--- config.mk ---
export PLATFORM = sky130hd
export DESIGN_NAME = pipe_core_top
export DESIGN_NICKNAME = d
export VERILOG_FILES = /design/src/hdl/pipe_pkg.sv /design/src/hdl/instr_decoder.sv /design/src/hdl/reg_file.sv /design/src/hdl/forwarding_unit.sv /design/src/hdl/exec_pipe.sv /design/src/hdl/writeback_stage.sv /design/src/hdl/pipe_core_top.sv
export VERILOG_INCLUDE_DIRS = /design/src /design/src/hdl
export SDC_FILE = /design/constraint.sdc
export NUM_CORES = 2
export LEC_CHECK = 0
export ABC_AREA = 1
export BUFFER_PORTS_ARGS = -buffer_cell sky130_fd_sc_hd__buf_2
export CAP_MARGIN = 0
export CORE_MARGIN = 3
export CORE_UTILIZATION = 40
export DETAILED_ROUTE_END_ITERATION = 10
export PLACE_DENSITY_LB_ADDON = 0.3
export SYNTH_ARGS = -nofsm -noshare
export SYNTH_HDL_FRONTEND = slang
export SYNTH_SLANG_ARGS = --single-unit
export TNS_END_PERCENT = 1
--- constraint.sdc ---
create_clock -name clk -period 4.58 [get_ports clk]
set_input_delay 0.229 -clock clk [delete_from_list [all_inputs] [get_ports clk]]
set_output_delay 0.229 -clock clk [all_outputs]
set_load 0.05 [all_outputs]
--- src/hdl/pipe_cfg.svh ---
// Core sizing macros
//   Data path width, register address width, register count
`ifndef PIPE_CFG_SVH
`define PIPE_CFG_SVH

// Integer data path width
`define XLEN     32

// Register file addressing
`define REG_AW   5    // Bits in an rs/rd field
`define NUM_REGS 32   // x0..x31, x0 hardwired to zero

`endif

--- src/hdl/pipe_pkg.sv ---
// Shared pipeline types
//   Opcode, ALU op and forward select enums
//   Instruction format structs and the instruction union
`include "pipe_cfg.svh"

package pipe_pkg;

  // Major opcodes understood by the decoder
  typedef enum logic [6:0] {
    OPC_OP    = 7'b0110011,   // Register-register ALU
    OPC_OPIMM = 7'b0010011,   // Add-immediate
    OPC_CMP   = 7'b1100011    // Early compare, resolved in ID
  } opcode_t;

  typedef enum logic [2:0] {
    ALU_ADD,
    ALU_SUB,
    ALU_AND,
    ALU_OR,
    ALU_XOR
  } alu_op_t;

  // One-hot, youngest stage in the top bit
  typedef enum logic [2:0] {
    FWD_NONE = 3'b000,  // Register file
    FWD_WB   = 3'b001,
    FWD_MEM  = 3'b010,
    FWD_EX   = 3'b100
  } fwd_sel_t;

  // ==============================
  // Instruction formats
  // ==============================
  typedef struct packed {
    logic [6:0]         funct7;   // Bit 5 picks sub over add
    logic [`REG_AW-1:0] rs2;
    logic [`REG_AW-1:0] rs1;
    logic [2:0]         funct3;
    logic [`REG_AW-1:0] rd;
    logic [6:0]         opcode;
  } r_fmt_t;

  typedef struct packed {
    logic [11:0]        imm12;    // Sign-extended in ID
    logic [`REG_AW-1:0] rs1;
    logic [2:0]         funct3;
    logic [`REG_AW-1:0] rd;
    logic [6:0]         opcode;
  } i_fmt_t;

  // Same 32-bit word, view chosen by opcode
  typedef union packed {
    r_fmt_t r;
    i_fmt_t i;
  } instr_t;

endpackage

--- src/hdl/instr_decoder.sv ---
// Instruction decoder
//   IF/ID register for the incoming word
//   Decode into register fields, immediate and control
`timescale 1ns/1ps
`include "pipe_cfg.svh"

module instr_decoder (
  input  logic               clk,
  input  logic               arst_n,
  input  logic               instr_valid,   // One instruction per strobe
  input  pipe_pkg::instr_t   instr,
  output logic               id_valid,      // Known opcode sitting in ID
  output logic [`REG_AW-1:0] id_rs1,
  output logic [`REG_AW-1:0] id_rs2,
  output logic [`REG_AW-1:0] id_rd,
  output logic [`XLEN-1:0]   id_imm,
  output logic               id_use_imm,
  output pipe_pkg::alu_op_t  id_alu_op,
  output logic               id_reg_write,
  output logic               id_is_cmp
);
  import pipe_pkg::*;

  logic    valid_q;
  instr_t  instr_q;
  opcode_t opc;
  logic    known_op;
  logic    cmp_op;

  // ==============================
  // IF/ID register
  // ==============================
  always_ff @(posedge clk or negedge arst_n) begin
    if (!arst_n) begin
      valid_q <= 1'b0;
      instr_q <= '0;
    end else begin
      valid_q <= instr_valid;
      if (instr_valid) begin
        instr_q <= instr;   // Hold last word across gaps
      end
    end
  end

  assign opc = opcode_t'(instr_q.r.opcode);

  // Opcode and funct decode
  always_comb begin
    known_op   = 1'b0;
    cmp_op     = 1'b0;
    id_use_imm = 1'b0;
    id_alu_op  = ALU_ADD;
    case (opc)
      OPC_OP: begin
        known_op = 1'b1;
        case (instr_q.r.funct3)
          3'b000:  id_alu_op = instr_q.r.funct7[5] ? ALU_SUB : ALU_ADD;
          3'b100:  id_alu_op = ALU_XOR;
          3'b110:  id_alu_op = ALU_OR;
          3'b111:  id_alu_op = ALU_AND;
          default: id_alu_op = ALU_ADD;
        endcase
      end
      OPC_OPIMM: begin
        known_op   = 1'b1;
        id_use_imm = 1'b1;   // Only addi in this core
      end
      OPC_CMP: begin
        known_op = 1'b1;
        cmp_op   = 1'b1;
      end
      default: known_op = 1'b0;   // Unknown opcode becomes a bubble
    endcase
  end

  assign id_valid  = valid_q & known_op;
  assign id_is_cmp = id_valid & cmp_op;
  assign id_rs1    = instr_q.r.rs1;
  assign id_rs2    = id_use_imm ? '0 : instr_q.r.rs2;  // Imm bits are no source
  assign id_rd     = instr_q.r.rd;
  assign id_imm    = {{(`XLEN-12){instr_q.i.imm12[11]}}, instr_q.i.imm12};

  // Compares and x0 destinations never write back
  assign id_reg_write = id_valid & ~cmp_op & (instr_q.r.rd != '0);

  // A compare word reaches ID as a compare that writes nothing
  a_cmp_no_write: assert property (@(posedge clk) disable iff (!arst_n)
    (instr_valid && (instr.r.opcode == OPC_CMP)) |=> (id_is_cmp && !id_reg_write))
    else $error("compare word not decoded as a compare without register write");

endmodule

--- src/hdl/reg_file.sv ---
// Integer register file
//   Two combinational read ports, one synchronous write port
//   x0 reads zero and is never written
`timescale 1ns/1ps
`include "pipe_cfg.svh"

module reg_file (
  input  logic               clk,
  input  logic               arst_n,
  input  logic [`REG_AW-1:0] rd_addr_a,
  input  logic [`REG_AW-1:0] rd_addr_b,
  output logic [`XLEN-1:0]   rd_data_a,
  output logic [`XLEN-1:0]   rd_data_b,
  input  logic               wr_en,
  input  logic [`REG_AW-1:0] wr_addr,
  input  logic [`XLEN-1:0]   wr_data
);

  logic [`XLEN-1:0] regs [`NUM_REGS];

  // Write at the clock edge, visible to reads in the next cycle
  always_ff @(posedge clk or negedge arst_n) begin
    if (!arst_n) begin
      for (int i = 0; i < `NUM_REGS; i++) begin
        regs[i] <= '0;   // All registers read zero after reset
      end
    end else if (wr_en && (wr_addr != '0)) begin
      regs[wr_addr] <= wr_data;
    end
  end

  // No internal bypass, WB forwarding covers the write cycle
  assign rd_data_a = (rd_addr_a == '0) ? '0 : regs[rd_addr_a];
  assign rd_data_b = (rd_addr_b == '0) ? '0 : regs[rd_addr_b];

endmodule

--- src/hdl/forwarding_unit.sv ---
// Forwarding unit
//   Hazard detection for both ID source operands
//   Priority EX > MEM > WB > register file, x0 never forwarded
`timescale 1ns/1ps
`include "pipe_cfg.svh"

module forwarding_unit (
  // ==============================
  // ID sources
  // ==============================
  input  logic [`REG_AW-1:0] id_rs1,
  input  logic [`REG_AW-1:0] id_rs2,
  // ==============================
  // In-flight writers
  // ==============================
  input  logic [`REG_AW-1:0] ex_rd,          // In ID/EX
  input  logic               ex_reg_write,
  input  logic [`REG_AW-1:0] mem_rd,         // In EX/MEM
  input  logic               mem_reg_write,
  input  logic [`REG_AW-1:0] wb_rd,          // In MEM/WB, RF write pending
  input  logic               wb_reg_write,
  output pipe_pkg::fwd_sel_t id_forward_a,
  output pipe_pkg::fwd_sel_t id_forward_b
);
  import pipe_pkg::*;

  // Youngest matching writer wins
  function automatic fwd_sel_t pick_src(input logic [`REG_AW-1:0] rs);
    fwd_sel_t sel;
    sel = FWD_NONE;
    if (rs == '0) begin
      sel = FWD_NONE;                          // x0 is always zero
    end else if (ex_reg_write && (ex_rd == rs)) begin
      sel = FWD_EX;                            // ALU result still in EX
    end else if (mem_reg_write && (mem_rd == rs)) begin
      sel = FWD_MEM;
    end else if (wb_reg_write && (wb_rd == rs)) begin
      sel = FWD_WB;                            // Written at the coming edge
    end
    return sel;
  endfunction

  always_comb begin
    id_forward_a = pick_src(id_rs1);
    id_forward_b = pick_src(id_rs2);
  end

endmodule

--- src/hdl/exec_pipe.sv ---
// Execute pipeline
//   ID operand forwarding muxes and early compare
//   ID/EX and EX/MEM registers, ALU, register file
`timescale 1ns/1ps
`include "pipe_cfg.svh"

module exec_pipe (
  input  logic               clk,
  input  logic               arst_n,
  // ==============================
  // ID stage from decoder
  // ==============================
  input  logic               id_valid,
  input  logic [`REG_AW-1:0] id_rs1,
  input  logic [`REG_AW-1:0] id_rs2,
  input  logic [`REG_AW-1:0] id_rd,
  input  logic [`XLEN-1:0]   id_imm,
  input  logic               id_use_imm,
  input  pipe_pkg::alu_op_t  id_alu_op,
  input  logic               id_reg_write,
  input  logic               id_is_cmp,
  input  pipe_pkg::fwd_sel_t id_forward_a,
  input  pipe_pkg::fwd_sel_t id_forward_b,
  // ==============================
  // From writeback stage
  // ==============================
  input  logic [`XLEN-1:0]   wb_data,        // WB forwarding source
  input  logic               rf_wr_en,
  input  logic [`REG_AW-1:0] rf_wr_addr,
  input  logic [`XLEN-1:0]   rf_wr_data,
  // ==============================
  // Stage state out
  // ==============================
  output logic [`REG_AW-1:0] ex_rd,
  output logic               ex_reg_write,
  output logic               mem_valid,
  output logic [`REG_AW-1:0] mem_rd,
  output logic               mem_reg_write,
  output logic [`XLEN-1:0]   mem_data,
  output logic               cmp_valid,      // One-cycle outcome pulse
  output logic               cmp_equal
);
  import pipe_pkg::*;

  logic [`XLEN-1:0] rf_data_a;
  logic [`XLEN-1:0] rf_data_b;
  logic [`XLEN-1:0] id_op_a;
  logic [`XLEN-1:0] id_op_b;
  logic [`XLEN-1:0] id_src_b;
  logic             ex_valid;
  alu_op_t          ex_alu_op;
  logic [`XLEN-1:0] ex_op_a;
  logic [`XLEN-1:0] ex_op_b;
  logic [`XLEN-1:0] ex_result;

  reg_file i_reg_file (
    .clk       (clk),
    .arst_n    (arst_n),
    .rd_addr_a (id_rs1),
    .rd_addr_b (id_rs2),
    .rd_data_a (rf_data_a),
    .rd_data_b (rf_data_b),
    .wr_en     (rf_wr_en),
    .wr_addr   (rf_wr_addr),
    .wr_data   (rf_wr_data)
  );

  // Operand source by forward select
  function automatic logic [`XLEN-1:0] fwd_mux(input fwd_sel_t sel,
                                               input logic [`XLEN-1:0] rf_val);
    case (sel)
      FWD_EX:  return ex_result;   // Straight off the ALU
      FWD_MEM: return mem_data;
      FWD_WB:  return wb_data;
      default: return rf_val;
    endcase
  endfunction

  always_comb begin
    id_op_a  = fwd_mux(id_forward_a, rf_data_a);
    id_op_b  = fwd_mux(id_forward_b, rf_data_b);
    id_src_b = id_use_imm ? id_imm : id_op_b;   // addi takes the immediate
  end

  // ==============================
  // ID compare, ID/EX register
  // ==============================
  always_ff @(posedge clk or negedge arst_n) begin
    if (!arst_n) begin
      cmp_valid    <= 1'b0;
      cmp_equal    <= 1'b0;
      ex_valid     <= 1'b0;
      ex_rd        <= '0;
      ex_reg_write <= 1'b0;
      ex_alu_op    <= ALU_ADD;
      ex_op_a      <= '0;
      ex_op_b      <= '0;
    end else begin
      cmp_valid    <= id_is_cmp;
      cmp_equal    <= (id_op_a == id_op_b);  // Compare on forwarded values
      ex_valid     <= id_valid;
      ex_rd        <= id_rd;
      ex_reg_write <= id_valid & id_reg_write;
      ex_alu_op    <= id_alu_op;
      ex_op_a      <= id_op_a;
      ex_op_b      <= id_src_b;
    end
  end

  // ALU
  always_comb begin
    case (ex_alu_op)
      ALU_SUB: ex_result = ex_op_a - ex_op_b;
      ALU_AND: ex_result = ex_op_a & ex_op_b;
      ALU_OR:  ex_result = ex_op_a | ex_op_b;
      ALU_XOR: ex_result = ex_op_a ^ ex_op_b;
      default: ex_result = ex_op_a + ex_op_b;
    endcase
  end

  // ==============================
  // EX/MEM register
  // ==============================
  always_ff @(posedge clk or negedge arst_n) begin
    if (!arst_n) begin
      mem_valid     <= 1'b0;
      mem_rd        <= '0;
      mem_reg_write <= 1'b0;
      mem_data      <= '0;
    end else begin
      mem_valid     <= ex_valid;
      mem_rd        <= ex_rd;
      mem_reg_write <= ex_reg_write;
      mem_data      <= ex_result;   // MEM has no memory, pure delay
    end
  end

endmodule

--- src/hdl/writeback_stage.sv ---
// Writeback stage
//   MEM/WB register feeding the register file write
//   and the writeback output port
`timescale 1ns/1ps
`include "pipe_cfg.svh"

module writeback_stage (
  input  logic               clk,
  input  logic               arst_n,
  input  logic               mem_valid,
  input  logic [`REG_AW-1:0] mem_rd,
  input  logic               mem_reg_write,
  input  logic [`XLEN-1:0]   mem_data,
  output logic               wb_valid,
  output logic [`REG_AW-1:0] wb_rd,
  output logic [`XLEN-1:0]   wb_data,
  output logic               wb_reg_write
);

  // MEM/WB register
  always_ff @(posedge clk or negedge arst_n) begin
    if (!arst_n) begin
      wb_valid <= 1'b0;
      wb_rd    <= '0;
      wb_data  <= '0;
    end else begin
      wb_valid <= mem_valid & mem_reg_write;  // Only real writers leave
      wb_rd    <= mem_rd;
      wb_data  <= mem_data;
    end
  end

  // Register file write and port share one set of flops
  assign wb_reg_write = wb_valid;

  // Decoder drops x0 writes three stages upstream
  a_wb_rd_nonzero: assert property (@(posedge clk) disable iff (!arst_n)
    wb_valid |-> (wb_rd != '0))
    else $error("writeback to x0");

endmodule

--- src/hdl/pipe_core_top.sv ---
// Pipeline core top level
//   Decoder, forwarding unit, execute pipe, writeback stage
`timescale 1ns/1ps
`include "pipe_cfg.svh"

module pipe_core_top (
  input  logic               clk,
  input  logic               arst_n,
  input  logic               instr_valid,
  input  pipe_pkg::instr_t   instr,
  output logic               wb_valid,     // Writeback port
  output logic [`REG_AW-1:0] wb_rd,
  output logic [`XLEN-1:0]   wb_data,
  output logic               cmp_valid,    // Compare outcome
  output logic               cmp_equal
);
  import pipe_pkg::*;

  // ==============================
  // ID stage
  // ==============================
  logic               id_valid;
  logic [`REG_AW-1:0] id_rs1;
  logic [`REG_AW-1:0] id_rs2;
  logic [`REG_AW-1:0] id_rd;
  logic [`XLEN-1:0]   id_imm;
  logic               id_use_imm;
  alu_op_t            id_alu_op;
  logic               id_reg_write;
  logic               id_is_cmp;
  fwd_sel_t           id_forward_a;
  fwd_sel_t           id_forward_b;
  // Later stages
  logic [`REG_AW-1:0] ex_rd;
  logic               ex_reg_write;
  logic               mem_valid;
  logic [`REG_AW-1:0] mem_rd;
  logic               mem_reg_write;
  logic [`XLEN-1:0]   mem_data;
  logic               wb_reg_write;

  instr_decoder i_instr_decoder (
    .clk          (clk),
    .arst_n       (arst_n),
    .instr_valid  (instr_valid),
    .instr        (instr),
    .id_valid     (id_valid),
    .id_rs1       (id_rs1),
    .id_rs2       (id_rs2),
    .id_rd        (id_rd),
    .id_imm       (id_imm),
    .id_use_imm   (id_use_imm),
    .id_alu_op    (id_alu_op),
    .id_reg_write (id_reg_write),
    .id_is_cmp    (id_is_cmp)
  );

  forwarding_unit i_forwarding_unit (
    .id_rs1        (id_rs1),
    .id_rs2        (id_rs2),
    .ex_rd         (ex_rd),
    .ex_reg_write  (ex_reg_write),
    .mem_rd        (mem_rd),
    .mem_reg_write (mem_reg_write),
    .wb_rd         (wb_rd),
    .wb_reg_write  (wb_reg_write),
    .id_forward_a  (id_forward_a),
    .id_forward_b  (id_forward_b)
  );

  exec_pipe i_exec_pipe (
    .clk           (clk),
    .arst_n        (arst_n),
    .id_valid      (id_valid),
    .id_rs1        (id_rs1),
    .id_rs2        (id_rs2),
    .id_rd         (id_rd),
    .id_imm        (id_imm),
    .id_use_imm    (id_use_imm),
    .id_alu_op     (id_alu_op),
    .id_reg_write  (id_reg_write),
    .id_is_cmp     (id_is_cmp),
    .id_forward_a  (id_forward_a),
    .id_forward_b  (id_forward_b),
    .wb_data       (wb_data),
    .rf_wr_en      (wb_reg_write),   // RF written from MEM/WB
    .rf_wr_addr    (wb_rd),
    .rf_wr_data    (wb_data),
    .ex_rd         (ex_rd),
    .ex_reg_write  (ex_reg_write),
    .mem_valid     (mem_valid),
    .mem_rd        (mem_rd),
    .mem_reg_write (mem_reg_write),
    .mem_data      (mem_data),
    .cmp_valid     (cmp_valid),
    .cmp_equal     (cmp_equal)
  );

  writeback_stage i_writeback_stage (
    .clk           (clk),
    .arst_n        (arst_n),
    .mem_valid     (mem_valid),
    .mem_rd        (mem_rd),
    .mem_reg_write (mem_reg_write),
    .mem_data      (mem_data),
    .wb_valid      (wb_valid),
    .wb_rd         (wb_rd),
    .wb_data       (wb_data),
    .wb_reg_write  (wb_reg_write)
  );

endmodule

Word level (Yosys, flattened, before mapping)
Cells that the tools add are included.
{"block": "totals", "output_inout_bits": 40, "inputBits": 35, "ff_bits": 1210, "word_cells": 135}
{"block": "classes", "bitwise": 13, "eq_ne": 23, "n_reduce_logical": 14, "muxes": 30, "n_lt_le_gt_ge": 4, "addsub": 2}
{"cell": "$bwmux 1024", "count": 1}
{"cell": "$bmux 32 s5", "count": 2}
{"cell": "$mux 32", "count": 8}
{"cell": "$pmux 32 s3", "count": 2}
{"cell": "$demux 32 s5", "count": 1}
{"cell": "$pmux 32 s4", "count": 1}
{"cell": "$add 32x32->32", "count": 1}
{"cell": "$and 32x32->32", "count": 1}
{"cell": "$eq 32x32->1", "count": 1}
{"cell": "$or 32x32->32", "count": 1}
{"cell": "$sub 32x32->32", "count": 1}
{"cell": "$xor 32x32->32", "count": 1}
{"cell": "$eq 5x5->1", "count": 6}
{"cell": "$mux 3", "count": 7}
{"cell": "$eq 3x3->1 const B", "count": 6}
{"cell": "$ge 6x6->1 const B", "count": 3}
{"cell": "$not 5->6", "count": 3}
{"cell": "$eq 3x2->1 const B", "count": 4}
{"cell": "$pmux 3 s4", "count": 1}
{"cell": "$logic_not 5->1", "count": 2}
{"cell": "$reduce_bool 5->1", "count": 2}
{"cell": "$eq 3x1->1 const B", "count": 3}
{"cell": "$logic_and 1x1->1", "count": 8}
{"cell": "$eq 7x5->1 const B", "count": 1}
{"cell": "9 further kinds", "count": 19}

Depth between registers and ports, before layout
{"block": "depth", "ltp_word": 12, "mapped_depth": 36, "depth_no_buf": 36}

Cells and area by module
Synthesis repeated with hierarchy kept, for this count alone.
{"block": "hier_totals", "hier_cells": 10559, "hier_area_um2": 72428.2}
{"mod": "reg_file", "seq_area_each_um2": 25624.6, "cells_per_inst": 8395, "area_each_um2": 57726.6, "n_inst": 1}
{"mod": "exec_pipe", "seq_area_each_um2": 2877.8, "cells_per_inst": 1797, "area_each_um2": 11373.4, "n_inst": 1}
{"mod": "instr_decoder", "seq_area_each_um2": 825.8, "cells_per_inst": 179, "area_each_um2": 1742.9, "n_inst": 1}
{"mod": "writeback_stage", "seq_area_each_um2": 950.9, "cells_per_inst": 41, "area_each_um2": 965.9, "n_inst": 1}
{"mod": "forwarding_unit", "seq_area_each_um2": 0.0, "cells_per_inst": 147, "area_each_um2": 619.3, "n_inst": 1}

Worst setup path after synthesis
Ideal clock, no wire load.
{"block": "synth_timing", "kind": "register to register", "start": "register i_exec_pipe.ex_op_b[0]", "end": "register i_exec_pipe.cmp_equal", "synth_period_minus_slack_ns": 3.956, "stages_incl_launch_ff": 35, "setup_slack_ns": 0.624, "t_required_ns": 4.509, "setup_ns": 0.071, "arrival_ns": 3.885, "path_buffers": 0, "cell_sequence": "dfrtp_1 -> inv_1 -> ha_1 -> inv_1 -> nor3_1 -> nand3_1 -> nor2_1 -> nand2_1 -> nor4_1 -> inv_1 -> nor2_1 -> nand4_1 -> o21ai_0 -> nand2_1 -> a21oi_1 -> xor2_1 -> ha_1 -> inv_1 -> nor3_1 -> nand3_1 -> nor2_1 -> nand2_1 -> nand2_1 -> nand2_1 -> nand3_1 -> nand3_1 -> nand3_1 -> inv_1 -> nand2_1 -> nand2_1 -> nor2_1 -> nand2_1 -> nor2_1 -> nand2_1 -> nor2_1"}
{"block": "synth_between", "elab_chain_len": 4, "elab_cells_between_ends": 9, "classes_between": "2 x add/sub; 1 x eq/ne; 3 x mux; 3 x bitwise"}
{"item": "from (decl)", "line": "exec_pipe.sv:53", "rtl": "logic [`XLEN-1:0] ex_op_b;"}
{"item": "from (signal assigned)", "line": "exec_pipe.sv:106", "rtl": "ex_op_b <= id_src_b;"}
{"item": "$add 32x32->32 or $sub 32x32->32 (tied branches)", "line": "exec_pipe.sv:117, exec_pipe.sv:113"}
{"item": "$pmux 32 s4 *", "line": "exec_pipe.sv:112", "rtl": "case (ex_alu_op)"}
{"item": "$pmux 32 s3 *", "line": "exec_pipe.sv:71", "rtl": "case (sel)"}
{"item": "via i_exec_pipe.id_op_a[31]", "line": "exec_pipe.sv:47", "rtl": "logic [`XLEN-1:0] id_op_a;"}
{"item": "$eq 32x32->1 *", "line": "exec_pipe.sv:100", "rtl": "cmp_equal <= (id_op_a == id_op_b);"}
{"item": "to (signal assigned)", "line": "exec_pipe.sv:100"}
{"item": "to (decl)", "line": "exec_pipe.sv:41", "rtl": "output logic cmp_equal"}
Mark *: on every way through the listed nets, which the timed path passes. The rest lies on a longest branch.
A chain may end at the register's enable or synchronous reset.

Worst setup path in the final report
{"block": "layout_timing", "start": "register i_exec_pipe.ex_op_b[0]", "end": "register i_exec_pipe.cmp_equal"}
{"block": "layout_between", "elab_chain_len": 4, "elab_cells_between_ends": 9, "classes_between": "2 x add/sub; 1 x eq/ne; 3 x mux; 3 x bitwise"}
{"item": "$add 32x32->32 (tied with other cells)", "line": "exec_pipe.sv:117", "rtl": "default: ex_result = ex_op_a + ex_op_b;"}
{"item": "$pmux 32 s4 *", "line": "exec_pipe.sv:112"}
{"item": "$pmux 32 s3", "line": "exec_pipe.sv:71"}
{"item": "$eq 32x32->1 *", "line": "exec_pipe.sv:100"}
Every way passes the cells marked *; elsewhere a longest branch is shown, timed or not.

==> metrics.log <==
[metrics] type of the worst setup path: register to register
[metrics] post-route fraction of the period consumed by the critical path: a little over nine tenths
[metrics] number of buffers on the longest clock path: 3
[metrics] Die Footprint: between 0.15 and 0.2 mm²
[metrics] worst clock skew on the final layout: 27.18 ps
[metrics] run status: finished, final reports clean
[metrics] largest net degree at the start of global routing: ~180
[metrics] remaining routing DRC violations: 0
[metrics] length of routed wiring on met1: 111.1 mm
[metrics] sum of internal, switching and leakage power: 33.38 mW
[metrics] number of flops mapped to enable cells by yosys: 0
[metrics] cell at the slowest stage of the critical path: sky130_fd_sc_hd__ha_2
[metrics] max frequency: 228.6 MHz
[metrics] Vias/cell: approximately 6
[metrics] violation count after the first detailed-route iteration: roughly 9300
[metrics] Critical Path Fanout Max: 4
[metrics] final wirelength: 288.5 mm
[metrics] net count after synthesis: 9787
[metrics] Area growth syn-to-layout: 11.95%
[metrics] H-tree levels: 4
[metrics] logic depth of the worst register-to-register path: 34
[metrics] mean cell area of the mapped netlist: 7.169 µm²
[metrics] critical path data required time: roughly 5300 ps
[metrics] Final Net Count: 9518
[metrics] Largest delay share family, worst path: simple AND/OR/NAND/NOR gates
[metrics] cell count after synthesis: 9655
[metrics] Synth Register Bits: 1210
[metrics] Clk Latency, worst-skew pair: 830 ps
[metrics] number of violations of the max-capacitance limit: 0
[metrics] met2 wirelength from detailed routing: 124.2 mm
[metrics] top-level port count: 75
[metrics] async set or reset register ratio after synthesis: 100.0%
[metrics] startpoint class of the critical path: register
[metrics] area share of the largest cell type after synthesis: 43.75%
[metrics] minimum period implied by the final worst setup slack: around 4400 ps
[metrics] proportion of layout cells with a drive suffix above 1: 8.058%
[metrics] most used cell along the critical path: sky130_fd_sc_hd__nand2_1
[metrics] Pwr Density: 430.8 mW/mm²
[metrics] Tot GR Track Use: 31.57%
[metrics] most used flip-flop cell after synthesis: sky130_fd_sc_hd__dfrtp_1
[metrics] via count: around 70000
[metrics] ranking of synthesized cells by instance count: sky130_fd_sc_hd__nand2_1, sky130_fd_sc_hd__o21ai_0, sky130_fd_sc_hd__dfrtp_1
[metrics] CP Capture Type: register
[metrics] Worst Tran Pin Value: roughly 1300 ps
[metrics] starting utilization of the core area: between 40% and 50%
[metrics] number of failing hold endpoints at the final stage: 0
[metrics] number of antenna violations at the first check in global routing: 16
[metrics] top cells by area in the synthesized netlist: sky130_fd_sc_hd__dfrtp_1, sky130_fd_sc_hd__nand2_1, sky130_fd_sc_hd__o21ai_0
[metrics] area leader, netlist: sky130_fd_sc_hd__dfrtp_1
[metrics] TritonCTS clock tree: done
[metrics] die height: 422.0 µm
[metrics] remaining global-route overflow: 0
[metrics] worst min path class: input pin to async pin
[metrics] root buffer cell: sky130_fd_sc_hd__clkbuf_16
[metrics] slowest stage delay, CP: roughly 420 ps
[metrics] cell leakage power: 35.02 nW
[metrics] wire length on met3: roughly 33 mm
[metrics] number of synthesis warnings: 0
[metrics] vias in the first global route: 66730
[metrics] number of rows in the core area: roughly 150
[metrics] CTS clock-pin slew for the worst setup and hold paths: 70 ps
[metrics] routability congestion estimate: 0.9398
[metrics] number of buffer and inverter stages on the critical path: 7
[metrics] number of port buffers: 74
[metrics] share of synthesized area occupied by flip-flops and latches: 43.75%
[metrics] Final ANT Viol Nets: 0
[metrics] Initial DRT Pass Iterations: 8
[metrics] worst-case register-to-register setup slack: between 200 and 250 ps
[metrics] routed length per placed instance: 24.43 µm
[metrics] sum of net half-perimeters after detailed placement: 169.0 mm
[metrics] number of max-slew violations in the final report: 0
[metrics] top routing layer in use: met5
[metrics] netlist area before placement: 0.06922 mm²
[metrics] post-route setup TNS: 0 ps
[metrics] global-route wire length before repair: 431.4 mm
[metrics] cts bufs inserted: ~140
[metrics] clock net sink count: around 1200
[metrics] critical path depth: 34
[metrics] floorplan die width: 422.0 µm
[metrics] endpoint arrival time on the critical path: 5120 ps
[metrics] worst slew slack as a fraction of its limit: 13.53%
[metrics] core footprint: approximately 0.17 mm²
[metrics] count leader, synth: sky130_fd_sc_hd__nand2_1
[metrics] Worst IR Drop VDD: 391.4 µV
[metrics] count of unique library cells instantiated by Yosys: 53
[metrics] RSZ-0062 raised after global routing: yes
[metrics] final setup violation count: 0
-- final cells by class --
| type | count | area (µm²) |
|---|---|---|
| Multi-Input combinational cell | 7091 | 34120 |
| Sequential cell | 1210 | 30300 |
| Antenna cell | 5 | 12.51 |
| Tap cell | 2310 | 2890 |
| Clock inverter | 44 | 601.8 |
| Timing Repair Buffer | 386 | 3361 |
| Clock buffer | 205 | 4058 |
| Inverter | 558 | 2148 |
| Fill cell | 17240 | 94250 |
-- through the flow --
stage	utilization [%]	worst slack [ps]	instance area [µm²]	hold WS, ps	std cells
after global routing	45.11	-194.7	77480	72.24	11810
after CTS	44.83	4.983	76990	44.18	11800
after detailed placement	41.90	-251.5	71960	257.2	11510
final	45.12	206.2	77490	26.45	11810
after global placement	41.90	-261.1	71960	259.1	11510
after floorplan	-	623.7	69220	-66.59	9655
-- per-layer routing --
layer,vias to the layer above,global-route usage (%)
met2,4272,47.91
met3,1034,7.762
met5,-,0
met4,18,19.31
met1,33580,40.57
li1,31520,-
-- placed cells by master (no fill, tap or decap), drive strengths merged, types with 96 or more instances in the layout --
| cell | Yosys | layout |
|---|---|---|
| buf | 288 | 353 |
| nor2 | 621 | 621 |
| clkbuf | 508 | 205 |
| o21ai | 1605 | 1605 |
| nand3 | 1134 | 1134 |
| ha | 96 | 96 |
| a21oi | 384 | 384 |
| o211ai | 105 | 105 |
| inv | 549 | 557 |
| nand2 | 2790 | 2790 |
| o221ai | 127 | 127 |
| dfrtp | 1210 | 1210 |
-- sequential cells by signal, indices dropped and copies added, names as in the netlist --
signal / cells
i_exec_pipe.mem_rd: 5
i_exec_pipe.ex_reg_write: 1
i_exec_pipe.ex_alu_op: 3
i_writeback_stage.wb_rd: 5
i_exec_pipe.i_reg_file.regs: 1024
i_exec_pipe.ex_valid: 1
i_writeback_stage.wb_reg_write: 1
i_exec_pipe.mem_valid: 1
i_exec_pipe.mem_data: 32
i_exec_pipe.ex_op_a: 32
i_writeback_stage.wb_data: 32
i_exec_pipe.cmp_equal: 1
i_exec_pipe.cmp_valid: 1
i_instr_decoder.valid_q: 1
i_exec_pipe.ex_op_b: 32
i_exec_pipe.mem_reg_write: 1
i_exec_pipe.ex_rd: 5
i_instr_decoder.instr_q: 32
-- cells by family (layout without fill, tap and decap cells) --
kind of cell	count (synthesis)	after routing	share of synthesized area, %
AO/OA/AOI/OAI	2311	2311	18.17
XOR/XNOR	43	43	0.5441
flip-flops	1210	1210	43.75
AND/OR/NAND/NOR	4624	4624	27.60
buffers and inverters	1354	1193	7.918
other	0	5	0
multiplexers	16	16	0.2603
adder cells (fa/ha/maj)	97	97	1.764
-- final timing paths --
check,to,startpoint
setup / recovery,i_exec_pipe.cmp_equal,i_exec_pipe.ex_op_b[0]
hold / removal,i_exec_pipe.i_reg_file.regs[264],arst_n
setup reg to reg,i_exec_pipe.cmp_equal,i_exec_pipe.ex_op_b[0]
hold reg to reg,i_exec_pipe.mem_valid,i_exec_pipe.ex_valid
max in group asynchronous,i_instr_decoder.instr_q[18],arst_n
min in group clk,i_instr_decoder.valid_q,instr_valid
-- power by group --
group / total, mW / leakage (nW) / switching (mW) / internal [mW]
registers: 12.2 / 16.6 / 1.09 / 11.1
clock network: 11.5 / 2.28 / 4.96 / 6.55
logic: 9.63 / 16.2 / 7.26 / 2.37
total: 33.4 / 35.0 / 13.3 / 20.1
-- timing repair --
action                     CTS  global route
gates cloned                 0             0
pin swaps                    1            40
gates resized for setup      8           115
buffers inserted             1             7
setup endpoints to repair    1            10
hold buffers                33             0
hold endpoints to repair   110             0
Power figures use the tool's default switching activity.
